### config.mk
export PLATFORM = sky130hd
export DESIGN_NAME = uart_tx_port
export DESIGN_NICKNAME = d
export VERILOG_FILES = /design/src/hw/soc_pkg.sv /design/src/hw/uart_tx_port.sv
export SDC_FILE = /design/constraint.sdc
export NUM_CORES = 1
export LEC_CHECK = 0
export BUFFER_PORTS_ARGS = -buffer_cell sky130_fd_sc_hd__buf_2
export CAP_MARGIN = 20
export CORE_ASPECT_RATIO = 0.75
export CORE_MARGIN = 2
export CORE_UTILIZATION = 21
export CTS_CLUSTER_DIAMETER = 150
export DETAILED_ROUTE_END_ITERATION = 7
export PLACE_DENSITY = 0.74
export SLEW_MARGIN = 20
export SYNTH_ARGS = -nofsm -noshare
export SYNTH_HDL_FRONTEND = slang
export SYNTH_SLANG_ARGS = --single-unit
### constraint.sdc
create_clock -name clk -period 1.25 [get_ports clk]
set_clock_uncertainty 0.1 [all_clocks]
set_input_delay 0 -clock clk [delete_from_list [all_inputs] [get_ports clk]]
set_output_delay 0 -clock clk [all_outputs]
set_load 0.005 [all_outputs]
### src/hw/soc_pkg.sv
package soc_pkg;

  // Read address channel
  typedef struct packed {
    logic [31:0] addr;
  } axi_ar_t;

  // Read data channel
  typedef struct packed {
    logic [31:0] data;
    logic [1:0]  resp;
  } axi_r_t;

  // Write address channel
  typedef struct packed {
    logic [31:0] addr;
  } axi_aw_t;

  // Write data channel
  typedef struct packed {
    logic [31:0] data;
    logic [3:0]  strb;
  } axi_w_t;

  // Write response channel
  typedef struct packed {
    logic [1:0] resp;
  } axi_b_t;

  // Response codes
  localparam logic [1:0] RESP_OKAY   = 2'd0;
  localparam logic [1:0] RESP_DECERR = 2'd3;

  // Address map
  localparam logic [4:0]  SRAM_BASE_TAG    = 5'b10000;       // 0x8000_0000 .. 0x87FF_FFFF
  localparam logic [31:0] CLINT_MTIME_ADDR = 32'hA000_0048;  // Low word, high word at +4
  localparam logic [31:0] UART_TX_ADDR     = 32'hA000_03F8;

endpackage
### src/hw/uart_tx_port.sv
`timescale 1ns/1ns

module uart_tx_port (
  input  logic             clk,
  input  logic             rstn,

  input  soc_pkg::axi_aw_t aw,
  input  logic             aw_valid,
  output logic             aw_ready,
  input  soc_pkg::axi_w_t  w,
  input  logic             w_valid,
  output logic             w_ready,
  output soc_pkg::axi_b_t  b,
  output logic             b_valid,
  input  logic             b_ready,

  output logic [7:0]       tx_data,
  output logic             tx_valid
);

  typedef enum logic [1:0] {US_ADDR, US_DATA, US_RESP} uart_state_e;

  uart_state_e state;

  assign aw_ready = (state == US_ADDR);
  assign w_ready  = (state == US_DATA);
  assign b_valid  = (state == US_RESP);
  assign b.resp   = soc_pkg::RESP_OKAY;

  always_ff @(posedge clk) begin
    if (rstn) begin
      state <= US_ADDR;
    end else begin
      case (state)
        US_ADDR: if (aw_valid) state <= US_DATA;
        US_DATA: if (w_valid) state <= US_RESP;
        default: if (b_ready) state <= US_ADDR;
      endcase
    end
  end

  // One-cycle byte strobe after W
  always_ff @(posedge clk) begin
    if (rstn)
      tx_valid <= 1'b0;
    else
      tx_valid <= w_valid & w_ready & w.strb[0];
  end

  always_ff @(posedge clk) begin
    if (w_valid && w_ready)
      tx_data <= w.data[7:0];
  end

endmodule

Yosys cells after proc, flatten, opt, wreduce, memory -nomap -nowiden
Cells that the tools add are included.
{ "word_totals": {"ff_bits": 11, "inputBits": 73, "output_inout_bits": 14} }
{ "classes": {"eq_ne": 4, "mux": 4, "bitwise_logic": 2, "n_reduce_logical": 4} }
{ "op_table": {"columns": ["cell", "count"], "rows": [
  ["2-bit 2-to-1 mux", 3],
  ["2-bit inequality test, second input constant", 2],
  ["2-bit one-hot mux with 2 select lines", 1],
  ["3-bit AND reduction", 1],
  ["3-bit nonzero test", 1],
  ["1-bit bitwise AND", 2],
  ["2-bit by 1-bit equality test with 1-bit output, second input constant", 1],
  ["2-bit equality test, second input constant", 1],
  ["2-bit zero test", 1],
  ["1-bit logical AND", 1]
]} }

Depth between registers and ports, before layout
Gate-level depths: netlist (run 1).
{ "depth": {"ltp_word": 3, "ltp_mapped": 3, "ltp_nobuf": 3} }

Worst setup path after synthesis (run 1)
Ideal clock, no wire load.
{ "synth_timing": {"path_type": "register to register", "startpoint": "register state[0]", "endpoint": "register tx_data[0], enable pin", "t_arrival_ps": 785, "required_time_ps": 826, "slack_ps": 41, "path_stages_with_launch": 4, "path_buffers": 0, "period_less_slack_ps": 1209, "cell_sequence": "dfxtp_1 > nor2b_4 > nand2_2 > inv_1"} }
{ "synth_via": {"elab_chain_cells": 2} }
{ "synth_lines": {"columns": ["element", "line_no", "source"], "rows": [
  ["from (decl)", "uart_tx_port.sv:23", "uart_state_e state;"],
  ["from (signal assigned)", "uart_tx_port.sv:32", "state <= US_ADDR;"],
  ["from (signal assigned)", "uart_tx_port.sv:35", "US_ADDR: if (aw_valid) state <= US_DATA;"],
  ["from (signal assigned)", "uart_tx_port.sv:36", "US_DATA: if (w_valid) state <= US_RESP;"],
  ["2-bit by 1-bit equality test with 1-bit output", "uart_tx_port.sv:26", "assign w_ready = (state == US_DATA);"],
  ["named net w_ready", "uart_tx_port.sv:12", "output logic w_ready,"],
  ["1-bit logical AND", "uart_tx_port.sv:51", "if (w_valid && w_ready)"],
  ["to (signal assigned)", "uart_tx_port.sv:52", "tx_data <= w.data[7:0];"],
  ["to (decl)", "uart_tx_port.sv:17", "output logic [7:0] tx_data,"]
]} }
The timed path passes the listed nets, and every way through them passes these cells.
A chain may end at the register's enable or synchronous reset.

Worst setup path after layout (run 1)
{ "layout_timing": {"startpoint": "register state[1]", "endpoint": "output port b_valid"} }
{ "layout_via": {"elab_chain_cells": 1} }
{ "layout_lines": {"columns": ["element", "line_no", "source"], "rows": [
  ["2-bit equality test", "uart_tx_port.sv:27", "assign b_valid = (state == US_RESP);"],
  ["to (decl)", "uart_tx_port.sv:14", "output logic b_valid,"]
]} }
No other way between the ends.

==> tab_implementation.tex, run 1 <==
\begin{tabular}{lr}
\hline
Metric & Value \\
\hline
\multicolumn{2}{l}{\textbf{Drt}} \\
\quad Routed length on met2 & 409 um \\
\quad Drt via density & around 3.7 \\
\quad Final ANT Viol Nets & 0 \\
\quad Number of optimization iterations in the first detailed-route pass & 2 \\
\quad Detail Route met3 WL & slightly above 80 um \\
\quad Drt wl/cell & roughly 8.6 um \\
\quad Number of remaining DRC errors & 0 \\
\quad Met1 WL & between 300 and 400 um \\
\quad DRC violation total after the first TritonRoute iteration & 2 \\
\quad Via Count & between 300 and 400 \\
\quad Uppermost layer routed & met4 \\
\quad DRT Wirelength & just over 800 um \\
\multicolumn{2}{l}{\textbf{Power}} \\
\quad Sequential Power Share & a little over half \\
\quad Share of power burned in the clock network & a little under 30\% \\
\quad Power Density & about 1000 mW/mm\^{}2 \\
\quad Switching share of power & 20.07\% \\
\quad Internal power consumption & around 0.00062 W \\
\quad Leakage dissipation & 0.3402 nW \\
\quad Net switching component of the power & around 0.00016 W \\
\quad Worst vdd rail ir drop & 0.4666 mV \\
\quad Part of the total power dissipated in combinational logic & between 10\% and 20\% \\
\multicolumn{2}{l}{\textbf{Timing}} \\
\quad TNS Setup & 0 ps \\
\quad Final Setup Violations & 0 \\
\quad Max-slew violation total from the final report & 0 \\
\quad Setup ws final & around 110 ps \\
\quad Share of the clock period used by the worst path & about 90\% \\
\quad Final hold viol count & 0 \\
\quad Post-Route Hold Slack & 120.6 ps \\
\quad Clock period minus final worst setup slack & 1142 ps \\
\quad Setup repair after global routing missed its margin & false \\
\quad Top achievable clock speed & roughly 900 MHz \\
\multicolumn{2}{l}{\textbf{Cells and area}} \\
\quad Number of antenna diodes & 0 \\
\quad Non-filler instance count after layout & 95 \\
\quad Most frequent cells in the layout & 25 x sky130\_fd\_sc\_hd\_\_buf\_2, 12 x sky130\_fd\_sc\_hd\_\_dlygate4sd3\_1, 8 x sky130\_fd\_sc\_hd\_\_edfxtp\_1 \\
\quad Most common library cell in the layout ignoring fill and taps & sky130\_fd\_sc\_hd\_\_buf\_2 \\
\quad Syn-to-layout area delta & 78.24\% \\
\quad Share of post-route cells with drive strength above 1 & approximately 56\% \\
\quad Number of nets in the final layout & $\sim$150 \\
\multicolumn{2}{l}{\textbf{Floorplan}} \\
\quad Effective utilization at floorplan & roughly 22\% \\
\quad Die boundary width & 55.97 um \\
\quad Number of primary I/O pins & 87 \\
\quad Die height & 42.98 um \\
\quad Area of the die & between 0.002 and 0.0025 mm\^{}2 \\
\quad Row Count & 14 \\
\quad Core Footprint & slightly below 0.002 mm\^{}2 \\
\multicolumn{2}{l}{\textbf{Placement}} \\
\quad Gp weighted congestion & approximately 0.69 \\
\quad DP Wirelength & 630 um \\
\quad Worst setup timing slack at the placement stage & roughly 110 ps \\
\quad Port Buffer Count & 25 \\
\quad Number of cells in the design after placement & approximately 80 \\
\multicolumn{2}{l}{\textbf{Synth}} \\
\quad Yosys Warn Count & 0 \\
\quad Netlist Area Pre-Place & 425.4 um\^{}2 \\
\quad Cell types occupying the most area after synthesis & sky130\_fd\_sc\_hd\_\_edfxtp\_1 56\%, sky130\_fd\_sc\_hd\_\_dfxtp\_1 14\%, sky130\_fd\_sc\_hd\_\_and2b\_2 6.2\% \\
\quad Fraction of post-synthesis cell area in the top cell type by area & between 50\% and 60\% \\
\quad Most area-hungry cell type in the Yosys netlist & sky130\_fd\_sc\_hd\_\_edfxtp\_1 \\
\quad Flop and latch count out of synthesis & 11 \\
\quad Post-synthesis instance total & 27 \\
\quad Number of distinct standard cells referenced by the synthesized netlist & 14 \\
\quad Post-Syn Area per Cell & around 16 um\^{}2 \\
\quad Portion of the post-synthesis area used by sequential elements & 70.59\% \\
\multicolumn{2}{l}{\textbf{Critical path}} \\
\quad CP required & about 1200 ps \\
\quad Capture point of the worst reg-to-reg path & tx\_data[6]\$\_DFFE\_PP\_ \\
\quad Reg-to-reg startpoint & state[0]\$\_SDFFE\_PP0P\_ \\
\quad Flop2flop setup slack & 110 ps \\
\quad Worst path arrival time & around 1000 ps \\
\quad Category of the most critical setup path & register to output port \\
\quad Critical path endpoint category & output port \\
\quad Maximum fanout encountered on the critical timing path & 5 \\
\quad Kind of start point of the critical path & register \\
\quad Reg2Reg Depth & 4 \\
\multicolumn{2}{l}{\textbf{Clocking}} \\
\quad \# resized after CTS & 0 \\
\quad Maximum count of clock buffers along a single path & 2 \\
\quad Insertion delay of the later-clocked pin in the worst-skew pair & approximately 250 ps \\
\quad Clock slew at the register clock pins of the worst setup and hold paths & 60 ps \\
\quad Clock buffer count from CTS & 3 \\
\quad TritonCTS sink count & 11 \\
\quad CTS HTree Levels & 1 \\
\quad TritonCTS clock tree & yes \\
\quad Clock tree root buffer cell & sky130\_fd\_sc\_hd\_\_clkbuf\_4 \\
\multicolumn{2}{l}{\textbf{Flow run}} \\
\quad Number of max-cap violations & 0 \\
\multicolumn{2}{l}{\textbf{Global routing}} \\
\quad Number of global-route vias before repair & around 330 \\
\quad Maximum number of pins on one net before global-route repair & 9 \\
\quad Wire length of the first global-routing pass & about 1300 um \\
\quad GRT Total Usage & around 7.8\% \\
\quad Initial antenna violation count & 0 \\
\quad Global-route congestion overflow total & 0 \\
\multicolumn{2}{l}{\textbf{Outcome}} \\
\quad Status & finished, final reports clean \\
\multicolumn{2}{l}{\textbf{Worst hold path}} \\
\quad Source of the worst hold timing path & aw\_valid \\
\quad Class of the tightest hold or removal check & input pin to register \\
\quad Cells on Worst Hold Path & 4 \\
\quad End point of the most critical hold path & state[0]\$\_SDFFE\_PP0P\_ \\
\hline
\end{tabular}
-- per-stage QoR --
step                      total power, W  cell area (um^2)  utilization (%)
after global placement         0.0005267             611.8            31.19
after floorplan                0.0004698             429.2                -
final                          0.0007746             758.2            38.65
after CTS                      0.0007888             758.2            38.65
after global routing           0.0008220             758.2            38.65
after detailed placement       0.0005298             611.8            31.19
-- layout make-up --
type                       count  area [um^2]
multi-input combinational     14        110.1
clock buffer                   4        26.28
inverter                       1        3.754
fill                         207         1204
timing repair buffer          41        287.8
sequential                    11        300.3
tap                           24        30.03
-- worst max-delay path, cell delays in order, from the launching register on --
cell	delay (ps)
sky130_fd_sc_hd__dfxtp_1	330
sky130_fd_sc_hd__buf_4	160
sky130_fd_sc_hd__and2b_2	180
sky130_fd_sc_hd__buf_2	120
-- power groups by stage --
stage	clock network (W)	registers, W	logic, W
6_report	0.000226	0.000415	0.000134
5_1_grt	0.000258	0.000417	0.000147
4_1_cts	0.000238	0.000416	0.000135
3_5_place_dp	0	0.000424	0.000106
3_3_place_gp	0	0.000423	0.000104
2_1_floorplan	0	0.000428	0.0000413
-- kinds of logic (layout without fill, tap and decap cells) --
group,Yosys count,count (layout),synth area share [%]
other,1,2,0.8815
AOI/OAI and AO/OA,2,2,4.116
buffers and inverters,3,46,4.410
and+or+nand+nor,10,10,20.00
DFF,11,11,70.59
-- sequential cells by signal, summed over array words and instances, names as in the netlist --
signal    count
state         2
tx_data       8
tx_valid      1
-- routing by layer --
layer | track usage, % | up-vias
li1 | - | 177
met1 | 8.206 | 155
met2 | 12.24 | 19
met3 | 4.878 | 2
met4 | 4.286 | 0
met5 | 0 | -
-- repair_timing --
action | 4_1_cts | 5_1_grt
hold buffers | 12 | 0
setup buffers | 0 | 0
hold endpoints to repair | 11 | 0
-- worst max path at each step --
stage / depth (start not counted) / endpoint / from
global placement: 4 / tx_data[1]$_DFFE_PP_ / state[0]$_SDFFE_PP0P_
floorplan: 3 / tx_data[0]$_DFFE_PP_ / state[0]$_SDFFE_PP0P_
finish: 3 / b_valid / state[1]$_SDFFE_PP0P_
detailed placement: 4 / tx_data[1]$_DFFE_PP_ / state[0]$_SDFFE_PP0P_
CTS: 3 / b_valid / state[1]$_SDFFE_PP0P_
global route: 4 / tx_data[5]$_DFFE_PP_ / state[0]$_SDFFE_PP0P_
-- synth_stat cells --
master and instances:
sky130_fd_sc_hd__edfxtp_1 8, sky130_fd_sc_hd__and2b_2 3, sky130_fd_sc_hd__dfxtp_1 3, sky130_fd_sc_hd__buf_4 2, sky130_fd_sc_hd__nand2b_1 2, sky130_fd_sc_hd__a211oi_2 1
sky130_fd_sc_hd__a21oi_1 1, sky130_fd_sc_hd__conb_1 1, sky130_fd_sc_hd__inv_1 1, sky130_fd_sc_hd__nand2_2 1, sky130_fd_sc_hd__nor2_1 1, sky130_fd_sc_hd__nor2b_4 1
sky130_fd_sc_hd__nor3_2 1, sky130_fd_sc_hd__nor3b_2 1
Power figures use the tool's default switching activity.
==> run 2, diff against run 1 <==
CORE_ASPECT_RATIO = default   (was 0.75)
CORE_UTILIZATION = 25   (was 21)
PLACE_DENSITY = 0.82   (was 0.74)
REMOVE_ABC_BUFFERS = 1   (was default)
clock period = 1.4 ns   (was 1.25 ns; I/O delays follow)
==> run 2 against run 1 <==
Compared with the run above: via count fell by 2.3%; worst setup slack improved by 80 ps; design area fell by 4.8%; register-to-register slack improved by 80 ps; routed wire length rose by 2.6%; first-iteration DRC count fell by 50%; critical path depth did not move; worst hold slack got worse by 34 ps; die area fell by 15%; sequential power fell by 11%.
==> tab_implementation.tex, run 2 (synthesized netlist as in run 1, its figures left out) <==
\begin{tabular}{lr}
\hline
Metric & Value \\
\hline
\multicolumn{2}{l}{\textbf{Cells and area}} \\
\quad FF/Latch Area & 300.3 um\^{}2 (unchanged) \\
\quad Most common library cell in the layout ignoring fill and taps & sky130\_fd\_sc\_hd\_\_buf\_2 \\
\quad Non-filler instance count after layout & 85 (-11\%) \\
\quad Footprint of the multi-input gates & 110.1 um\^{}2 (unchanged) \\
\quad Number of nets in the final layout & 143 (-1.4\%) \\
\quad Syn-to-layout area delta & 69.71\% \\
\quad Flip-flop count of the largest register, all copies and words added & 8 (unchanged) \\
\quad Register bank with the most flops & tx\_data \\
\quad Total non-filler cell area in the finished layout & 721.9 um\^{}2 (-4.8\%) \\
\quad Largest registers & tx\_data: 8 flops, state: 2 flops, tx\_valid: 1 flops \\
\quad Number of antenna diodes & 0 (unchanged) \\
\quad Share of post-route cells with drive strength above 1 & 56.52\% (+0.18 points) \\
\quad Fillers & 154 (-26\%) \\
\quad Most frequent cells in the layout & 25 x sky130\_fd\_sc\_hd\_\_buf\_2, 12 x sky130\_fd\_sc\_hd\_\_dlygate4sd3\_1, 8 x sky130\_fd\_sc\_hd\_\_edfxtp\_1 \\
\multicolumn{2}{l}{\textbf{Global routing}} \\
\quad Initial antenna violation count & 0 (unchanged) \\
\quad GRT Total Usage & 9.833\% (+2.0 points) \\
\quad Maximum number of pins on one net before global-route repair & 9 (unchanged) \\
\quad Wire length of the first global-routing pass & 1290 um (-4.1\%) \\
\quad Global-route congestion overflow total & 0 (unchanged) \\
\quad Number of global-route vias before repair & 317 (-2.8\%) \\
\multicolumn{2}{l}{\textbf{Critical path}} \\
\quad CP required & 1240 ps (+90 ps) \\
\quad Critical path endpoint category & register \\
\quad Maximum fanout encountered on the critical timing path & 8 (+3) \\
\quad Category of the most critical setup path & register to register \\
\quad Worst path arrival time & 1050 ps (about the same) \\
\quad Kind of start point of the critical path & register \\
\multicolumn{2}{l}{\textbf{Drt}} \\
\quad Number of optimization iterations in the first detailed-route pass & 4 (+2) \\
\quad Final ANT Viol Nets & 0 (unchanged) \\
\quad DRC violation total after the first TritonRoute iteration & 1 (-1) \\
\quad Drt wl/cell & 9.882 um (+15\%) \\
\quad DRT Wirelength & 840 um (+2.6\%) \\
\quad Drt via density & 4.059 (+9.2\%) \\
\quad Via Count & 345 (-2.3\%) \\
\quad Number of remaining DRC errors & 0 (unchanged) \\
\multicolumn{2}{l}{\textbf{Timing}} \\
\quad Top achievable clock speed & $\sim$820 MHz \\
\quad Final Setup Violations & 0 (unchanged) \\
\quad Setup repair after global routing missed its margin & false \\
\quad TNS Setup & 0 ps (unchanged) \\
\quad Final hold viol count & 0 (unchanged) \\
\quad Share of the clock period used by the worst path & just under 90\% \\
\quad Clock period minus final worst setup slack & 1212 ps \\
\quad Post-Route Hold Slack & 86.26 ps (-34.37 ps) \\
\quad Max-slew violation total from the final report & 0 (unchanged) \\
\multicolumn{2}{l}{\textbf{Power}} \\
\quad Net switching component of the power & 0.0001468 W (-5.5\%) \\
\quad Part of the total power dissipated in combinational logic & 15.9\% (-1.3 points) \\
\quad Sequential Power Share & 53.9\% (+0.3 points) \\
\quad Power Density & 950.9 mW/mm\^{}2 (-6.9\%) \\
\quad Leakage dissipation & 0.3303 nW (-2.9\%) \\
\quad Internal power consumption & 0.0005396 W (-13\%) \\
\quad Switching share of power & 21.39\% (+1.3 points) \\
\quad Share of power burned in the clock network & 30.2\% (+1.0 points) \\
\quad Design Power & 0.0006865 W (-11\%) \\
\quad Worst vdd rail ir drop & 0.4394 mV (-5.8\%) \\
\multicolumn{2}{l}{\textbf{Clocking}} \\
\quad Clock slew at the register clock pins of the worst setup and hold paths & 70 ps (about the same) \\
\quad Buffer count from post-CTS setup fixing & 0 (unchanged) \\
\quad Clock tree root buffer cell & sky130\_fd\_sc\_hd\_\_clkbuf\_4 \\
\quad \# resized after CTS & 0 (unchanged) \\
\quad TritonCTS clock tree & yes \\
\quad Maximum count of clock buffers along a single path & 2 (unchanged) \\
\quad TritonCTS sink count & 11 (unchanged) \\
\quad CTS HTree Levels & 1 (unchanged) \\
\quad Hold-fix buffers at CTS & 12 (unchanged) \\
\quad Clock buffer count from CTS & 3 (unchanged) \\
\quad Insertion delay of the later-clocked pin in the worst-skew pair & 260 ps (about the same) \\
\multicolumn{2}{l}{\textbf{Floorplan}} \\
\quad Core Footprint & 0.001559 mm\^{}2 (-21\%) \\
\quad Effective utilization at floorplan & 27.29\% (+5.6 points) \\
\quad Die boundary width & 45.25 um (-19\%) \\
\quad Row Count & 14 (unchanged) \\
\quad Die height & 45.25 um (+5.3\%) \\
\quad Number of primary I/O pins & 87 (unchanged) \\
\quad Area of the die & 0.002048 mm\^{}2 (-15\%) \\
\multicolumn{2}{l}{\textbf{Placement}} \\
\quad Port Buffer Count & 25 (unchanged) \\
\quad DP Wirelength & 658.9 um (+4.6\%) \\
\quad Number of cells in the design after placement & 69 (-13\%) \\
\quad Gp weighted congestion & 0.6565 (-5.1\%) \\
\quad Placed cell area & 574.3 um\^{}2 (-6.1\%) \\
\multicolumn{2}{l}{\textbf{Flow run}} \\
\quad Number of max-cap violations & 0 (unchanged) \\
\multicolumn{2}{l}{\textbf{Worst hold path}} \\
\quad Class of the tightest hold or removal check & input pin to register \\
\multicolumn{2}{l}{\textbf{Outcome}} \\
\quad Status & finished, final reports clean \\
\hline
\end{tabular}
[run 2: cell count changes in the layout (fill, tap and decap cells not counted), sizes merged]
cell	previous run	this run
clkinv	0	1
clkbuf	4	3
buf	29	27
[run 2: path summary, 6_finish.rpt]
kind	startpoint	to	slack [ps]	depth (start not counted)
setup / recovery	state[0]$_SDFFE_PP0P_	tx_data[4]$_DFFE_PP_	190	3
hold / removal	aw_valid	state[0]$_SDFFE_PP0P_	90	4
setup reg to reg	state[0]$_SDFFE_PP0P_	tx_data[4]$_DFFE_PP_	190	3
hold reg to reg	state[1]$_SDFFE_PP0P_	tx_valid$_SDFF_PP0_	500	3
[run 2: through the flow]
step,setup WS (ps),util [%]
6_report,187.9,46.31
5_1_grt,119.1,46.31
4_1_cts,169.8,46.31
2_1_floorplan,190.7,-
3_3_place_gp,210.2,36.84
3_5_place_dp,193.6,36.84
[run 2: area by class of cell]
cell class | count | area share (%)
flip-flops and latches | 11 | 41.59
well taps | 16 | 2.773
clock inverters | 1 | 0.6932
multi-input cells | 14 | 15.25
clock buffers | 3 | 3.120
inverters | 1 | 0.5199
repair buffers | 39 | 36.05
[run 2: critical path, stage by stage (launching register included)]
cell,delay (ps)
sky130_fd_sc_hd__dfxtp_1,330
sky130_fd_sc_hd__nor2b_4,150
sky130_fd_sc_hd__nand2_2,80
sky130_fd_sc_hd__inv_1,230
[run 2: metal layers]
layer,GRT usage [%],vias to the layer above,share of wire (%)
met5,0,-,0
met4,8.824,0,0.95
met3,4.800,2,11
met2,14.57,20,51
met1,10.13,150,37
li1,-,173,-
[run 2: power groups by stage]
stage	combinational [W]	clock (W)	sequential, W
after global routing	0.000121	0.000236	0.000372
after CTS	0.000109	0.000213	0.000371
after global placement	0.0000821	0	0.000377
final	0.000109	0.000207	0.000370
after floorplan	0.0000328	0	0.000383
after detailed placement	0.0000833	0	0.000378
