[config.mk]
export PLATFORM = sky130hd
export DESIGN_NAME = axi_xbar
export DESIGN_NICKNAME = d
export VERILOG_FILES = /design/src/hw/soc_pkg.sv /design/src/hw/axi_xbar.sv
export SDC_FILE = /design/constraint.sdc
export NUM_CORES = 1
export LEC_CHECK = 0
export BUFFER_PORTS_ARGS = -buffer_cell sky130_fd_sc_hd__buf_2
export CORE_AREA = 2 2 173 175
export CTS_CLUSTER_DIAMETER = 30
export CTS_CLUSTER_SIZE = 25
export DETAILED_ROUTE_END_ITERATION = 10
export DIE_AREA = 0 0 175 177
export GPL_TIMING_DRIVEN = 0
export HOLD_SLACK_MARGIN = 0.12
export PLACE_DENSITY = 0.34
export REMOVE_ABC_BUFFERS = 1
export SLEW_MARGIN = 10
export SYNTH_ARGS = -nofsm -noshare
export SYNTH_HDL_FRONTEND = slang
export SYNTH_SLANG_ARGS = --single-unit
[constraint.sdc]
create_clock -name clk -period 2.01 [get_ports clk]
set_clock_uncertainty 0.1 [all_clocks]
set_input_delay 0.402 -clock clk [delete_from_list [all_inputs] [get_ports clk]]
set_output_delay 0.402 -clock clk [all_outputs]
set_load 0.03 [all_outputs]
[src/hw/soc_pkg.sv]
package soc_pkg;

  // Read address channel
  typedef struct packed {
    logic [31:0] addr;
  } axi_ar_t;

  // Read data channel
  typedef struct packed {
    logic [31:0] data;
    logic [1:0]  resp;
  } axi_r_t;

  // Write address channel
  typedef struct packed {
    logic [31:0] addr;
  } axi_aw_t;

  // Write data channel
  typedef struct packed {
    logic [31:0] data;
    logic [3:0]  strb;
  } axi_w_t;

  // Write response channel
  typedef struct packed {
    logic [1:0] resp;
  } axi_b_t;

  // Response codes
  localparam logic [1:0] RESP_OKAY   = 2'd0;
  localparam logic [1:0] RESP_DECERR = 2'd3;

  // Address map
  localparam logic [4:0]  SRAM_BASE_TAG    = 5'b10000;       // 0x8000_0000 .. 0x87FF_FFFF
  localparam logic [31:0] CLINT_MTIME_ADDR = 32'hA000_0048;  // Low word, high word at +4
  localparam logic [31:0] UART_TX_ADDR     = 32'hA000_03F8;

endpackage
[src/hw/axi_xbar.sv]
`timescale 1ns/1ns

module axi_xbar (
  input  logic             clk,
  input  logic             rstn,

  input  soc_pkg::axi_ar_t ar,
  input  logic             ar_valid,
  output logic             ar_ready,
  output soc_pkg::axi_r_t  r,
  output logic             r_valid,
  input  logic             r_ready,

  input  soc_pkg::axi_aw_t aw,
  input  logic             aw_valid,
  output logic             aw_ready,
  input  soc_pkg::axi_w_t  w,
  input  logic             w_valid,
  output logic             w_ready,
  output soc_pkg::axi_b_t  b,
  output logic             b_valid,
  input  logic             b_ready,

  output soc_pkg::axi_ar_t sram_ar,
  output logic             sram_ar_valid,
  input  logic             sram_ar_ready,
  input  soc_pkg::axi_r_t  sram_r,
  input  logic             sram_r_valid,
  output logic             sram_r_ready,

  output soc_pkg::axi_ar_t clint_ar,
  output logic             clint_ar_valid,
  input  logic             clint_ar_ready,
  input  soc_pkg::axi_r_t  clint_r,
  input  logic             clint_r_valid,
  output logic             clint_r_ready,

  output soc_pkg::axi_aw_t sram_aw,
  output logic             sram_aw_valid,
  input  logic             sram_aw_ready,
  output soc_pkg::axi_w_t  sram_w,
  output logic             sram_w_valid,
  input  logic             sram_w_ready,
  input  soc_pkg::axi_b_t  sram_b,
  input  logic             sram_b_valid,
  output logic             sram_b_ready,

  output soc_pkg::axi_aw_t uart_aw,
  output logic             uart_aw_valid,
  input  logic             uart_aw_ready,
  output soc_pkg::axi_w_t  uart_w,
  output logic             uart_w_valid,
  input  logic             uart_w_ready,
  input  soc_pkg::axi_b_t  uart_b,
  input  logic             uart_b_valid,
  output logic             uart_b_ready,

  output logic             skip
);

  typedef enum logic [1:0] {RD_IDLE, RD_SRAM, RD_CLINT, RD_ERR} rd_route_e;
  typedef enum logic [2:0] {WR_IDLE, WR_SRAM, WR_UART, WR_ERR_DATA, WR_ERR_RESP} wr_route_e;

  rd_route_e rd_route;
  wr_route_e wr_route;
  logic      rd_gate, wr_gate;
  logic      rd_hit_sram, rd_hit_clint;
  logic      wr_hit_sram, wr_hit_uart;
  logic      ar_hs, aw_hs;

  assign rd_gate = (rd_route == RD_IDLE);
  assign wr_gate = (wr_route == WR_IDLE);

  // Address decode
  assign rd_hit_sram  = (ar.addr[31:27] == soc_pkg::SRAM_BASE_TAG);
  assign rd_hit_clint = (ar.addr[31:3] == soc_pkg::CLINT_MTIME_ADDR[31:3]);
  assign wr_hit_sram  = (aw.addr[31:27] == soc_pkg::SRAM_BASE_TAG);
  assign wr_hit_uart  = (aw.addr == soc_pkg::UART_TX_ADDR);

  // Read request
  assign sram_ar        = ar;
  assign clint_ar       = ar;
  assign sram_ar_valid  = rd_gate & ar_valid & rd_hit_sram;
  assign clint_ar_valid = rd_gate & ar_valid & rd_hit_clint;

  always_comb begin
    if (!rd_gate)
      ar_ready = 1'b0;
    else if (rd_hit_sram)
      ar_ready = sram_ar_ready;
    else if (rd_hit_clint)
      ar_ready = clint_ar_ready;
    else
      ar_ready = 1'b1;  // Unmapped, taken by the error responder
  end

  assign ar_hs = ar_valid & ar_ready;

  always_ff @(posedge clk) begin
    if (rstn) begin
      rd_route <= RD_IDLE;
    end else if (rd_route == RD_IDLE) begin
      if (ar_hs) begin
        if (rd_hit_sram)
          rd_route <= RD_SRAM;
        else if (rd_hit_clint)
          rd_route <= RD_CLINT;
        else
          rd_route <= RD_ERR;
      end
    end else if (r_valid && r_ready) begin
      rd_route <= RD_IDLE;
    end
  end

  // Read response
  always_comb begin
    r             = '0;
    r_valid       = 1'b0;
    sram_r_ready  = 1'b0;
    clint_r_ready = 1'b0;
    case (rd_route)
      RD_SRAM: begin
        r            = sram_r;
        r_valid      = sram_r_valid;
        sram_r_ready = r_ready;
      end
      RD_CLINT: begin
        r             = clint_r;
        r_valid       = clint_r_valid;
        clint_r_ready = r_ready;
      end
      RD_ERR: begin
        r.resp  = soc_pkg::RESP_DECERR;
        r_valid = 1'b1;
      end
      default: ;
    endcase
  end

  // Write request
  assign sram_aw       = aw;
  assign uart_aw       = aw;
  assign sram_aw_valid = wr_gate & aw_valid & wr_hit_sram;
  assign uart_aw_valid = wr_gate & aw_valid & wr_hit_uart;

  always_comb begin
    if (!wr_gate)
      aw_ready = 1'b0;
    else if (wr_hit_sram)
      aw_ready = sram_aw_ready;
    else if (wr_hit_uart)
      aw_ready = uart_aw_ready;
    else
      aw_ready = 1'b1;
  end

  assign aw_hs = aw_valid & aw_ready;

  always_ff @(posedge clk) begin
    if (rstn) begin
      wr_route <= WR_IDLE;
    end else begin
      case (wr_route)
        WR_IDLE: begin
          if (aw_hs) begin
            if (wr_hit_sram)
              wr_route <= WR_SRAM;
            else if (wr_hit_uart)
              wr_route <= WR_UART;
            else
              wr_route <= WR_ERR_DATA;
          end
        end
        WR_ERR_DATA: begin
          if (w_valid)
            wr_route <= WR_ERR_RESP;  // W sunk, answer next cycle
        end
        default: begin
          if (b_valid && b_ready)
            wr_route <= WR_IDLE;
        end
      endcase
    end
  end

  // Write data and response, only toward the recorded slave
  assign sram_w = w;
  assign uart_w = w;

  always_comb begin
    sram_w_valid = 1'b0;
    uart_w_valid = 1'b0;
    sram_b_ready = 1'b0;
    uart_b_ready = 1'b0;
    w_ready      = 1'b0;
    b            = '0;
    b_valid      = 1'b0;
    case (wr_route)
      WR_SRAM: begin
        sram_w_valid = w_valid;
        w_ready      = sram_w_ready;
        b            = sram_b;
        b_valid      = sram_b_valid;
        sram_b_ready = b_ready;
      end
      WR_UART: begin
        uart_w_valid = w_valid;
        w_ready      = uart_w_ready;
        b            = uart_b;
        b_valid      = uart_b_valid;
        uart_b_ready = b_ready;
      end
      WR_ERR_DATA: w_ready = 1'b1;
      WR_ERR_RESP: begin
        b.resp  = soc_pkg::RESP_DECERR;
        b_valid = 1'b1;
      end
      default: ;
    endcase
  end

  // Difftest skip for every non-SRAM access
  always_ff @(posedge clk) begin
    if (rstn)
      skip <= 1'b0;
    else
      skip <= (ar_hs & ~rd_hit_sram) | (aw_hs & ~wr_hit_sram);
  end

endmodule

## After elaboration in Yosys (flattened, before gate mapping)

Cells that the tools add are included.

| cells by class | value |
|---|---|
| reductions and logical operators | 8 |
| eq/ne operators | 14 |
| bitwise logic cells | 13 |
| multiplexer cells | 29 |

Operators by type and width:

| cell | number |
|---|---|
| $pmux 32 s2 | 1 |
| $eq 32x32->1 const B | 1 |
| $eq 29x29->1 const B | 1 |
| $mux 1 | 14 |
| $pmux 2 s3 | 2 |
| $and 1x1->1 | 10 |
| $eq 5x5->1 const B | 2 |
| $mux 2 | 5 |
| $mux 3 | 3 |
| $pmux 1 s3 | 3 |
| $eq 3x2->1 const B | 2 |
| $pmux 3 s2 | 1 |
| $eq 2x2->1 const B | 2 |
| $ne 2x1->1 const B | 2 |
| $eq 3x1->1 const B | 1 |
| $eq 3x3->1 const B | 1 |
| $logic_not 3->1 | 1 |
| $reduce_and 3->1 | 1 |
| $reduce_bool 3->1 | 1 |
| $eq 2x1->1 const B | 1 |
| $logic_and 1x1->1 | 2 |
| $logic_not 2->1 | 1 |
| $ne 2x2->1 const B | 1 |
| $not 1->1 | 2 |
| 3 further kinds | 3 |

| word-level totals | value |
|---|---|
| logic and storage cells | 67 |
| register bits | 6 |

## Depth between registers and ports, before layout

Gate-level depths: netlist of run 1.

| depth | value |
|---|---|
| word-level depth | 7 |
| gate-level depth with buffers | 7 |

## Worst setup path before layout of run 1

OpenSTA, ideal clock, no wires.

| timing path | value |
|---|---|
| path kind | input-to-output |
| start point | input port ar[12] (netlist name) |
| end point | output port clint_ar_valid |
| arrival time | 1,638 ps |
| buffers on the path | 0 |
| cell stages on the path | 3 |
| data required time | 1,508 ps |
| slack | -130 ps |
| cells stage by stage | nor4_1 nand4_1 nor3_1 |

| between the ends | value |
|---|---|
| word-level cells in the longest chain between the ends | 2 |

Ends and longest elaborated chain:

| item | line | source |
|---|---|---|
| from (decl) | axi_xbar.sv:7 | `input soc_pkg::axi_ar_t ar,` |
| $eq 29x29->1 | axi_xbar.sv:76 | `assign rd_hit_clint = (ar.addr[31:3] == soc_pkg::CLINT_MTIME_ADDR[31:3]);` |
| $and 1x1->1 | axi_xbar.sv:84 | `assign clint_ar_valid = rd_gate & ar_valid & rd_hit_clint;` |
| to (decl) | axi_xbar.sv:32 | `output logic clint_ar_valid,` |

Every way passes these cells.

## Worst setup path after layout of run 1

| timing path | value |
|---|---|
| start point | input port aw[30] (netlist name) |
| end point | output port aw_ready |

| between the ends | value |
|---|---|
| word-level cells in the longest chain between the ends | 4 |

Ends and longest elaborated chain:

| item | line | source |
|---|---|---|
| from (decl) | axi_xbar.sv:14 | `input soc_pkg::axi_aw_t aw,` |
| $eq 32x32->1 | axi_xbar.sv:78 | `assign wr_hit_uart = (aw.addr == soc_pkg::UART_TX_ADDR);` |
| $mux 1 | axi_xbar.sv:152 | `else if (wr_hit_uart)` |
| $mux 1 * | axi_xbar.sv:150 | `else if (wr_hit_sram)` |
| $mux 1 * | axi_xbar.sv:148 | `if (!wr_gate)` |
| to (decl) | axi_xbar.sv:16 | `output logic aw_ready,` |

Every way passes the cells marked *; elsewhere a longest branch is shown, timed or not.

==> summary.md, run 1 <==
| Metric | Value |
|---|---|
| Status | complete, but fails checks |
| Failing checks | setup timing |
| Final Hold Violating Endpoints | 0 |
| WL final | 17370 um |
| Simple-Gate Fraction of Synth Area | 21.38% |
| Worst-skew pair later-pin latency | 220 ps |
| Setup WS post-layout | -125.3 ps |
| Die Width | 175 um |
| Final Cell Area | 0.004562 mm^2 |
| Largest net degree at the start of global routing | 19 |
| Clk slew on worst S/H paths | 30 ps |
| Clock root buffer | clkbuf_16 |
| Synth cell count leaders | buf_4, nor2b_1, a22oi_1 |
| Antenna cells | 0 |
| Critical path class | input pin to output port |
| Post-synthesis mux area share | 0% |
| Syn Area/Cell | 7.223 um^2 |
| FMAX | 468.3 MHz |
| Max-slew headroom | 75.98% |
| Ys Warns | 0 |
| Kind of cell adding the most delay to the critical path | simple AND/OR/NAND/NOR gates |
| DP HPWL | 13720 um |
| Number of DRC markers in iteration 0 | 95 |
| Worst Path Buf+Inv | 2 |
| Share of power burned in registers | 6.8% |
| Synth Instances | 388 |
| Die H | 177 um |
| Final period utilization | 106.2% |
| Worst Path Required | 1510 ps |
| Post-synthesis cell area | 0.002803 mm^2 |
| Post-synth EDFFs | 0 |
| Slew @ Worst Pin | 358.8 ps |
| Net load switching power | 0.001254 W |
| Flops & latches, synth | 6 |
| # rows | 63 |
| Io pins | 441 |
| Initial Util | 9.584% |
| Worst EP arrival | 1630 ps |
| Final net count | 736 |
| Area after DPL | 0.003354 mm^2 |
| Routability-driven placement congestion ratio | 0.7861 |
| Crit path max fanout | 3 |
| Vias in the first global route | 2837 |
| Largest family of logic cells by synthesized area | buffers and inverters |
| Setup violations, final | 24 |
| Hold Crit Class | input pin to flip-flop |
| Distinct cell type count of the synthesized netlist | 37 |
| TritonCTS Sinks | 6 |
| Critical path cell sequence | buf_8 > nor4b_4 > nand4_2 > or2_1 > o221a_1 > buf_6 |
| RSZ-0062 raised after global routing | yes |
| Post-DRT Antenna Nets | 0 |
| Register area share after synthesis | 4.286% |
| TritonCTS buffer count | 3 |
| Port Buffers | 323 |
| Drt wl/cell | 18.68 um |
| Core Region | 0.02924 mm^2 |
| Max cap viols | 0 |
| Grt total ovfl | 0 |
| Sw Share | 48.98% |
| Initial antenna violation count | 0 |
| Via count | 3121 |
| DR vias/cell | 3.356 |
| Slowest stage delay, CP | 330 ps |
| Synth async-reset ratio | 0% |
| Pre-CTS setup slack | -365.7 ps |
| Area share of fa/ha/maj cells after synthesis | 2.232% |
| Crit end category | output port |
| Power Dens Cells | 561.2 mW/mm^2 |
| Slowest CP cell | nor4b_4 |
| Slew Limit Fails | 0 |
| Full die area | 0.03098 mm^2 |
| Ys flop type | dfxtp_1 |
| Area leader, netlist | buf_4 |
| Layout area overhead | 62.77% |
| Pre-antenna DRT Iters | 6 |
| Crit path launch type | input pin |
| Clock tree from TritonCTS | yes |
| First-pass GRT wire length | 20960 um |
| Htree depth | 1 |
| Tot Pwr | 0.002560 W |
| GRT Util Overall | 9.575% |
| Synth Area in XOR/XNOR | 0% |
| Count leader, synth | buf_4 |
| DRC Markers | 0 |
| Top cells by area, synth | buf_4, a22oi_1, nor2b_1 |
| Clk pwr share | 12.3% |
| VDD IR max | 0.1736 mV |
| P_int | 0.001306 W |
| Yosys top cell area share | 53.57% |
| Static leakage power | 2.137 nW |
| Fill cell count | 3326 |
| Share of layout cells above drive strength 1 | 80.00% |
| Post-synthesis compound-gate area fraction | 15.58% |
| Comb pwr share | 80.9% |
| CTS Buffer Depth | 2 |
| Crit path time final | 2135 ps |
==> through the flow <==
step	utilization [%]	hold WS [ps]	cells	setup TNS, ps
6_report	15.60	371.9	930	-565.1
4_1_cts	13.63	385.7	906	-283.4
5_1_grt	15.60	396.3	930	-2608
2_1_floorplan	-	368.2	174	-10090
3_3_place_gp	11.45	400.1	887	-31870
3_5_place_dp	11.47	409.2	887	-13810
==> power groups by stage <==
stage          logic [W]  clock network (W)  registers (W)
2_1_floorplan   0.000585                  0       0.000162
3_3_place_gp     0.00144                  0       0.000163
3_5_place_dp     0.00142                  0       0.000164
4_1_cts          0.00172           0.000322       0.000172
5_1_grt          0.00219           0.000327       0.000179
6_report         0.00207           0.000315       0.000174
==> routing by layer <==
metal | GRT usage [%] | part of all wire [%] | vias up
li1 | - | - | 1424
met1 | 10.22 | 35 | 1420
met2 | 14.95 | 46 | 256
met3 | 6.937 | 17 | 19
met4 | 2.118 | 1.5 | 2
met5 | 3.365 | 0.76 | -
==> final timing paths <==
| kind | start | slack (ps) | end | depth (start not counted) |
|---|---|---|---|---|
| max | aw[30] | -130 | aw_ready | 6 |
| min | rstn | 370 | wr_route[0] | 2 |
| max reg2reg | rd_route[0] | 110 | rd_route[0] | 8 |
| min reg2reg | rd_route[1] | 420 | rd_route[1] | 2 |
==> sequential cells by signal, summed over array words and instances, names as in the netlist <==
name and cells:
wr_route 3, rd_route 2, skip 1
==> layout make-up <==
type / count / area (um^2) / share of cell area (%)
clock buffers: 3 / 75.07 / 1.646
inverters: 7 / 31.28 / 0.6857
multi-input cells: 161 / 1506 / 33.02
flip-flops and latches: 6 / 131.4 / 2.880
well taps: 390 / 488.0 / 10.70
repair buffers: 363 / 2330 / 51.07
==> placed cells by master, fill, tap and decap left out, types with 2 or more instances in the layout <==
master,synthesis,routed
buf_2,3,275
buf_4,200,56
nor2b_1,35,35
a22oi_2,0,32
nand2_1,13,13
buf_6,0,12
o21ai_0,11,10
a21oi_1,9,9
nor2_1,9,9
clkbuf_16,0,8
buf_8,0,7
buf_12,0,7
inv_1,7,5
nor4_4,0,5
and2_1,5,5
nor3_1,5,3
nor4b_4,2,3
nand4_1,3,3
ha_4,0,3
dfxtp_2,0,3
inv_4,0,2
a221oi_2,0,2
nor4bb_4,0,2
nor4_2,0,2
nor3_2,1,2
ha_1,5,2
dfxtp_4,0,2
==> logic make-up after synthesis <==
logic type | Yosys count
AO/OA/AOI/OAI | 63
adder cells (fa/ha/maj) | 5
buffers and inverters | 221
flip-flops | 6
AND/OR/NAND/NOR | 93
==> timing repair <==
action | in CTS | in global routing
buffers inserted | 15 | 19
setup endpoints to repair | 48 | 43
cloned | 1 | 5
resized for setup | 92 | 67
hold buffers | 0 | 0
pin swaps | 13 | 26
No activity file was read; power rests on OpenSTA's default activity.
==> inputs of run 2 (changes only) <==
TNS_END_PERCENT = 1   (was default)
==> summary.md, run 2 (synthesized netlist as in run 1, its figures left out) <==
| Metric | Value |
|---|---|
| Setup TNS | -234.5 ps (+330.6 ps) |
| First-pass GRT wire length | 20540 um (-2.0%) |
| DRC Markers | 0 (unchanged) |
| Port Buffers | 323 (unchanged) |
| Hold EP | wr_route[0] |
| FMAX | 468.2 MHz (about the same) |
| Crit path max fanout | 3 (unchanged) |
| Vias in the first global route | 2733 (-3.7%) |
| Crit path time final | 2136 ps (+0.7250 ps) |
| Full die area | 0.03098 mm^2 (unchanged) |
| Failing checks | setup timing |
| DR vias/cell | 3.308 (-1.4%) |
| CTS Buffer Depth | 2 (unchanged) |
| Via count | 2994 (-4.1%) |
| # hold bufs at CTS | 0 (unchanged) |
| Top reg by flops | wr_route |
| Critical path class | input pin to output port |
| Die H | 177 um (unchanged) |
| Grt total ovfl | 0 (unchanged) |
| GRT Util Overall | 9.379% (-0.20 points) |
| Setup violations, final | 4 (-83%) |
| Layout area overhead | 41.70% |
| Setup WS post-layout | -126.1 ps (-0.7250 ps) |
| Initial antenna violation count | 0 (unchanged) |
| Commonest non-fill, non-tap cell in the layout | buf_2 |
| Clock root buffer | clkbuf_16 |
| Seq. cell area | 131.4 um^2 (unchanged) |
| Die Width | 175 um (unchanged) |
| Slew Limit Fails | 0 (unchanged) |
| Initial Util | 9.584% (unchanged) |
| Crit path from | aw[30] |
| Final net count | 711 (-3.4%) |
| Pre-antenna DRT Iters | 6 (unchanged) |
| Htree depth | 1 (unchanged) |
| Cells after DPL | 887 (unchanged) |
| RSZ-0062 raised after global routing | yes |
| Fill cell count | 3364 (+1.1%) |
| Worst EP arrival | 1630 ps (about the same) |
| Io pins | 441 (unchanged) |
| Post-DRT Antenna Nets | 0 (unchanged) |
| Smallest hold slack | 368.8 ps (-3.082 ps) |
| # rows | 63 (unchanged) |
| Drt wl/cell | 17.79 um (-4.8%) |
| Top Registers | wr_route x3, rd_route x2, skip x1 |
| WL final | 16100 um (-7.3%) |
| Routability-driven placement congestion ratio | 0.7861 (unchanged) |
| Largest register FFs | 3 (unchanged) |
| Status | complete, but fails checks |
| Final period utilization | 106.3% (about the same) |
| Crit end category | output port |
| Share of layout cells above drive strength 1 | 72.23% (-7.8 points) |
| Clock tree from TritonCTS | yes |
| Slew @ Worst Pin | 343.1 ps (-15.73 ps) |
| Number of DRC markers in iteration 0 | 125 (+32%) |
| TritonCTS buffer count | 3 (unchanged) |
| Power Dens Cells | 547.1 mW/mm^2 (-2.5%) |
| R2r setup slk | 210 ps (+100 ps) |
| Static leakage power | 1.919 nW (-10%) |
| Hold Crit Depth | 2 (unchanged) |
| Hold_sp | rstn |
| Core Region | 0.02924 mm^2 (unchanged) |
| Worst-case reg-to-reg path depth | 7 (-1) |
| Crit path launch type | input pin |
| Most frequent cells in the layout | buf_2, buf_4, nor2b_1, a22oi_1, nand2_1 |
| Worst-skew pair later-pin latency | 220 ps (about the same) |
| Clk slew on worst S/H paths | 30 ps (about the same) |
| DP HPWL | 13720 um (unchanged) |
| Worst Path Required | 1510 ps (about the same) |
| Max cap viols | 0 (unchanged) |
| Layout Cells excl Fill | 905 (-2.7%) |
| TritonCTS Sinks | 6 (unchanged) |
| Hold Crit Class | input pin to flip-flop |
| Largest net degree at the start of global routing | 19 (unchanged) |
| R2R Path Start | rd_route[0] |
| Worst R2R End | rd_route[0] |
| Final Hold Violating Endpoints | 0 (unchanged) |
| Max-slew headroom | 77.13% (+1.1 points) |
| VDD IR max | 0.1561 mV (-10%) |
| Area of the multi-input gates | 0.001330 mm^2 (-12%) |
| Antenna cells | 0 (unchanged) |
==> run 2: stage by stage <==
step	total power [W]	util [%]	instance area, um^2	setup WS (ps)
2_1_floorplan	0.0007467	-	1245	-302.7
3_3_place_gp	0.001598	11.45	3349	-1007
3_5_place_dp	0.001588	11.47	3354	-365.7
4_1_cts	0.002131	13.02	3807	-126.1
5_1_grt	0.002298	13.58	3971	-180.8
6_report	0.002173	13.58	3971	-126.1
==> run 2: timing repair <==
item / CTS / global route
pin swaps: 12 / 6
setup buffers: 14 / 1
setup endpoints to repair: 48 / 43
gates resized for setup: 49 / 64
hold endpoints to repair: 0 / 0
==> run 2: worst max path at each step <==
stage                             end  slack (ps)  cells past startpoint
final                        aw_ready        -130                      6
after global placement        r_valid       -1010                      5
after floorplan               r_valid        -300                      4
after CTS                    aw_ready        -130                      6
after global routing         aw_ready        -180                      6
after detailed placement  rd_route[0]        -370                      6
==> run 2: cell type report <==
class                   instances  area share, %
repair buffers                338          48.30
multi-input cells             161          33.49
well taps                     390          12.29
flip-flops and latches          6          3.308
clock buffers                   3          1.890
inverters                       7         0.7246
==> run 2: report_power, final <==
group | total (W) | switching, W | internal, W
clock | 0.000315 | 0.0000604 | 0.000255
sequential | 0.000173 | 0.0000327 | 0.000140
combinational | 0.00168 | 0.00103 | 0.000654
==> run 2: critical path, cell delays in order <==
cell	delay (ps)
buf_8	100
nor4b_4	330
nand4_2	160
or2_1	260
o221a_1	230
buf_6	150
==> run 2: metal layers <==
| layer | vias to the layer above | GRT usage, % | part of all wire, % |
|---|---|---|---|
| li1 | 1368 | - | - |
| met1 | 1342 | 10.13 | 35 |
| met2 | 265 | 14.38 | 45 |
| met3 | 17 | 6.916 | 18 |
| met4 | 2 | 2.118 | 1.5 |
| met5 | - | 3.365 | 0.78 |
==> inputs of run 3 (changes only) <==
ABC_AREA = 1   (was default)
CORE_AREA = 2 2 170 172   (was 2 2 173 175)
DIE_AREA = 0 0 172 174   (was 0 0 175 177)
PLACE_DENSITY = default   (was 0.34)
PLACE_DENSITY_LB_ADDON = 0.1   (was default)
==> summary.md, run 3 <==
| Metric | Value |
|---|---|
| Largest net degree at the start of global routing | 19 (unchanged) |
| Largest register FFs | 3 (unchanged) |
| Register area share after synthesis | 4.199% (-0.086 points) |
| Setup WS post-layout | -90.13 ps (+35.94 ps) |
| Slew Limit Fails | 0 (unchanged) |
| Post-synthesis cell area | 0.002860 mm^2 (+2.1%) |
| Clk slew on worst S/H paths | 40 ps (about the same) |
| Distinct cell type count of the synthesized netlist | 23 (-38%) |
| GRT Util Overall | 10.63% (+1.3 points) |
| Tot Pwr | 0.002409 W (+11%) |
| RSZ-0062 raised after global routing | yes |
| Top reg by flops | wr_route |
| Ys flop type | dfxtp_1 |
| Flops & latches, synth | 6 (unchanged) |
| Final Hold Violating Endpoints | 0 (unchanged) |
| DP HPWL | 14920 um (+8.8%) |
| VDD IR max | 0.2894 mV (+85%) |
| First-pass GRT wire length | 22390 um (+9.0%) |
| Worst Path Buf+Inv | 4 (+2) |
| Most frequent cells in the layout | buf_2, nand2_1, inv_1, nor2_1, buf_6 |
| # rows | 62 (-1.6%) |
| Io pins | 441 (unchanged) |
| Worst EP arrival | 1600 ps (-30 ps) |
| Max-slew headroom | 82.42% (+5.3 points) |
| Htree depth | 1 (unchanged) |
| Worst Path Required | 1510 ps (about the same) |
| Setup violations, final | 18 (+14) |
| Largest family of logic cells by synthesized area | buffers and inverters |
| Post-DRT Antenna Nets | 0 (unchanged) |
| Commonest non-fill, non-tap cell in the layout | buf_2 |
| Die Width | 172 um (-1.7%) |
| Post-synth EDFFs | 0 (unchanged) |
| Synth cell count leaders | buf_4, nand2_1, inv_1 |
| Die H | 174 um (-1.7%) |
| Cells after DPL | 977 (+10%) |
| FMAX | 476.2 MHz (+1.7%) |
| Critical path class | flip-flop to output port |
| Vias in the first global route | 3139 (+15%) |
| Number of DRC markers in iteration 0 | 67 (-46%) |
| Pre-CTS setup slack | -628.3 ps (-262.6 ps) |
| Final net count | 808 (+14%) |
| Crit path max fanout | 8 (+5) |
| Grt total ovfl | 0 (unchanged) |
| Area leader, netlist | buf_4 |
| Drt wl/cell | 17.59 um (-1.1%) |
| Routability-driven placement congestion ratio | 0.9214 (+17%) |
| DR vias/cell | 3.269 (-1.2%) |
| Status | complete, but fails checks |
| Initial antenna violation count | 0 (unchanged) |
| Static leakage power | 2.131 nW (+11%) |
| Simple-Gate Fraction of Synth Area | 24.76% (+3.4 points) |
| Full die area | 0.02993 mm^2 (-3.4%) |
| Slowest CP cell | dfxtp_4 |
| Max cap viols | 0 (unchanged) |
| # hold bufs at CTS | 0 (unchanged) |
| Clock tree from TritonCTS | yes |
| Slew @ Worst Pin | 262.9 ps (-80.22 ps) |
| Final period utilization | 104.5% (-1.8 points) |
| Critical path cell sequence | inv_2 > ha_4 > clkinvlp_4 > buf_12 > a21oi_4 > buf_6 |
| CTS Buffer Depth | 2 (unchanged) |
| Antenna cells | 0 (unchanged) |
| Slowest stage delay, CP | 340 ps (about the same) |
| Pre-antenna DRT Iters | 4 (-2) |
| DRC Markers | 0 (unchanged) |
| Failing checks | setup timing |
| Power Dens Cells | 581.7 mW/mm^2 (+6.3%) |
| Crit path time final | 2100 ps (-35.94 ps) |
| TritonCTS buffer count | 3 (unchanged) |
| Crit end category | output port |
| Crit path launch type | flip-flop |
| Port Buffers | 323 (unchanged) |
| Count leader, synth | buf_4 |
| WL final | 17520 um (+8.8%) |
| Area share of fa/ha/maj cells after synthesis | 2.187% (-0.045 points) |
| Synth Instances | 481 (+24%) |
| Layout Cells excl Fill | 996 (+10%) |
| Layout area overhead | 44.79% |
| Top cells by area, synth | buf_4, nand2_1, a21oi_1 |
| Syn Area/Cell | 5.946 um^2 (-18%) |
| Ys Warns | 0 (unchanged) |
| TritonCTS Sinks | 6 (unchanged) |
| Top Registers | wr_route x3, rd_route x2, skip x1 |
| Post-synthesis compound-gate area fraction | 9.143% (-6.4 points) |
| Initial Util | 10.13% (+0.55 points) |
| Synth async-reset ratio | 0% (unchanged) |
| Yosys top cell area share | 52.49% (-1.1 points) |
| Worst-skew pair later-pin latency | 230 ps (about the same) |
| Clock root buffer | clkbuf_16 |
| Kind of cell adding the most delay to the critical path | buffers and inverters |
| Via count | 3256 (+8.8%) |
| Share of layout cells above drive strength 1 | 65.03% (-7.2 points) |
| Hold Crit Class | input pin to flip-flop |
| Post-synthesis mux area share | 0% (unchanged) |
| Core Region | 0.02824 mm^2 (-3.4%) |
| Synth Area in XOR/XNOR | 0% (unchanged) |
## run 3: cell count changes in the layout (fill, tap and decap cells not counted), sizes merged, moves of 7 or more
cell / previous run / this run
a22oi: 32 / 0
nand3: 0 / 15
nand2: 13 / 100
inv: 7 / 43
nor2: 9 / 34
nor4: 7 / 0
o21ai: 11 / 3
a21oi: 9 / 41
nor2b: 35 / 0
## run 3: what timing repair did
action                     4_1_cts  5_1_grt
pin swaps                        2        3
setup buffers                   13        2
cloned                           1        0
setup endpoints to repair       44       49
gates resized for setup         62       80
## run 3: kinds of logic after synthesis
family	Yosys count
buffers and inverters	255
flip-flops	6
AND/OR/NAND/NOR	167
AO/OA/AOI/OAI	48
adder cells (fa/ha/maj)	5
## run 3: report_power, final
group	switching [W]	internal [W]	leakage [nW]
Combinational	0.00123	0.000667	2.04
Sequential	0.0000378	0.000148	0.0520
Clock	0.0000683	0.000256	0.0370
## run 3: through the flow
| step | setup TNS, ps | utilization [%] | hold WS [ps] | area (um^2) |
|---|---|---|---|---|
| 2_1_floorplan | -7936 | - | 371.1 | 1318 |
| 3_3_place_gp | -30520 | 12.09 | 441.5 | 3415 |
| 3_5_place_dp | -17700 | 12.11 | 433.3 | 3420 |
| 4_1_cts | -1554 | 13.62 | 332.1 | 3845 |
| 5_1_grt | -3719 | 14.67 | 351.0 | 4141 |
| 6_report | -1295 | 14.67 | 332.1 | 4141 |
## run 3: worst reg2reg max path, cell delays in order, from the launching register on
cell,delay (ps)
dfxtp_4,350
buf_4,140
ha_4,200
a22o_1,220
o21ai_1,110
inv_1,90
nand3_1,140
nand3_1,100
a21oi_1,130
## run 3: per-layer routing
metal / GRT usage, % / part of all wire (%) / up-vias
li1: - / - / 1545
met1: 10.44 / 34 / 1421
met2: 16.21 / 42 / 280
met3: 10.56 / 23 / 8
met4: 0.9454 / 0.33 / 2
met5: 3.846 / 0.74 / -
## run 3: cell type report
cell class	instances	area, um^2
clock buffers	3	75.07
repair inverters	1	7.507
well taps	384	480.5
fillers	3407	24100
repair buffers	338	1997
multi-input cells	220	1276
inverters	44	173.9
flip-flops and latches	6	131.4
## run 3: path summary, 6_finish.rpt
path,end,cells past startpoint,slack (ps),startpoint
hold reg to reg,wr_route[1],2,420,wr_route[1]
hold / removal,wr_route[1],2,330,rstn
setup reg to reg,rd_route[1],8,340,rd_route[0]
setup / recovery,r[11],6,-90,rd_route[1]
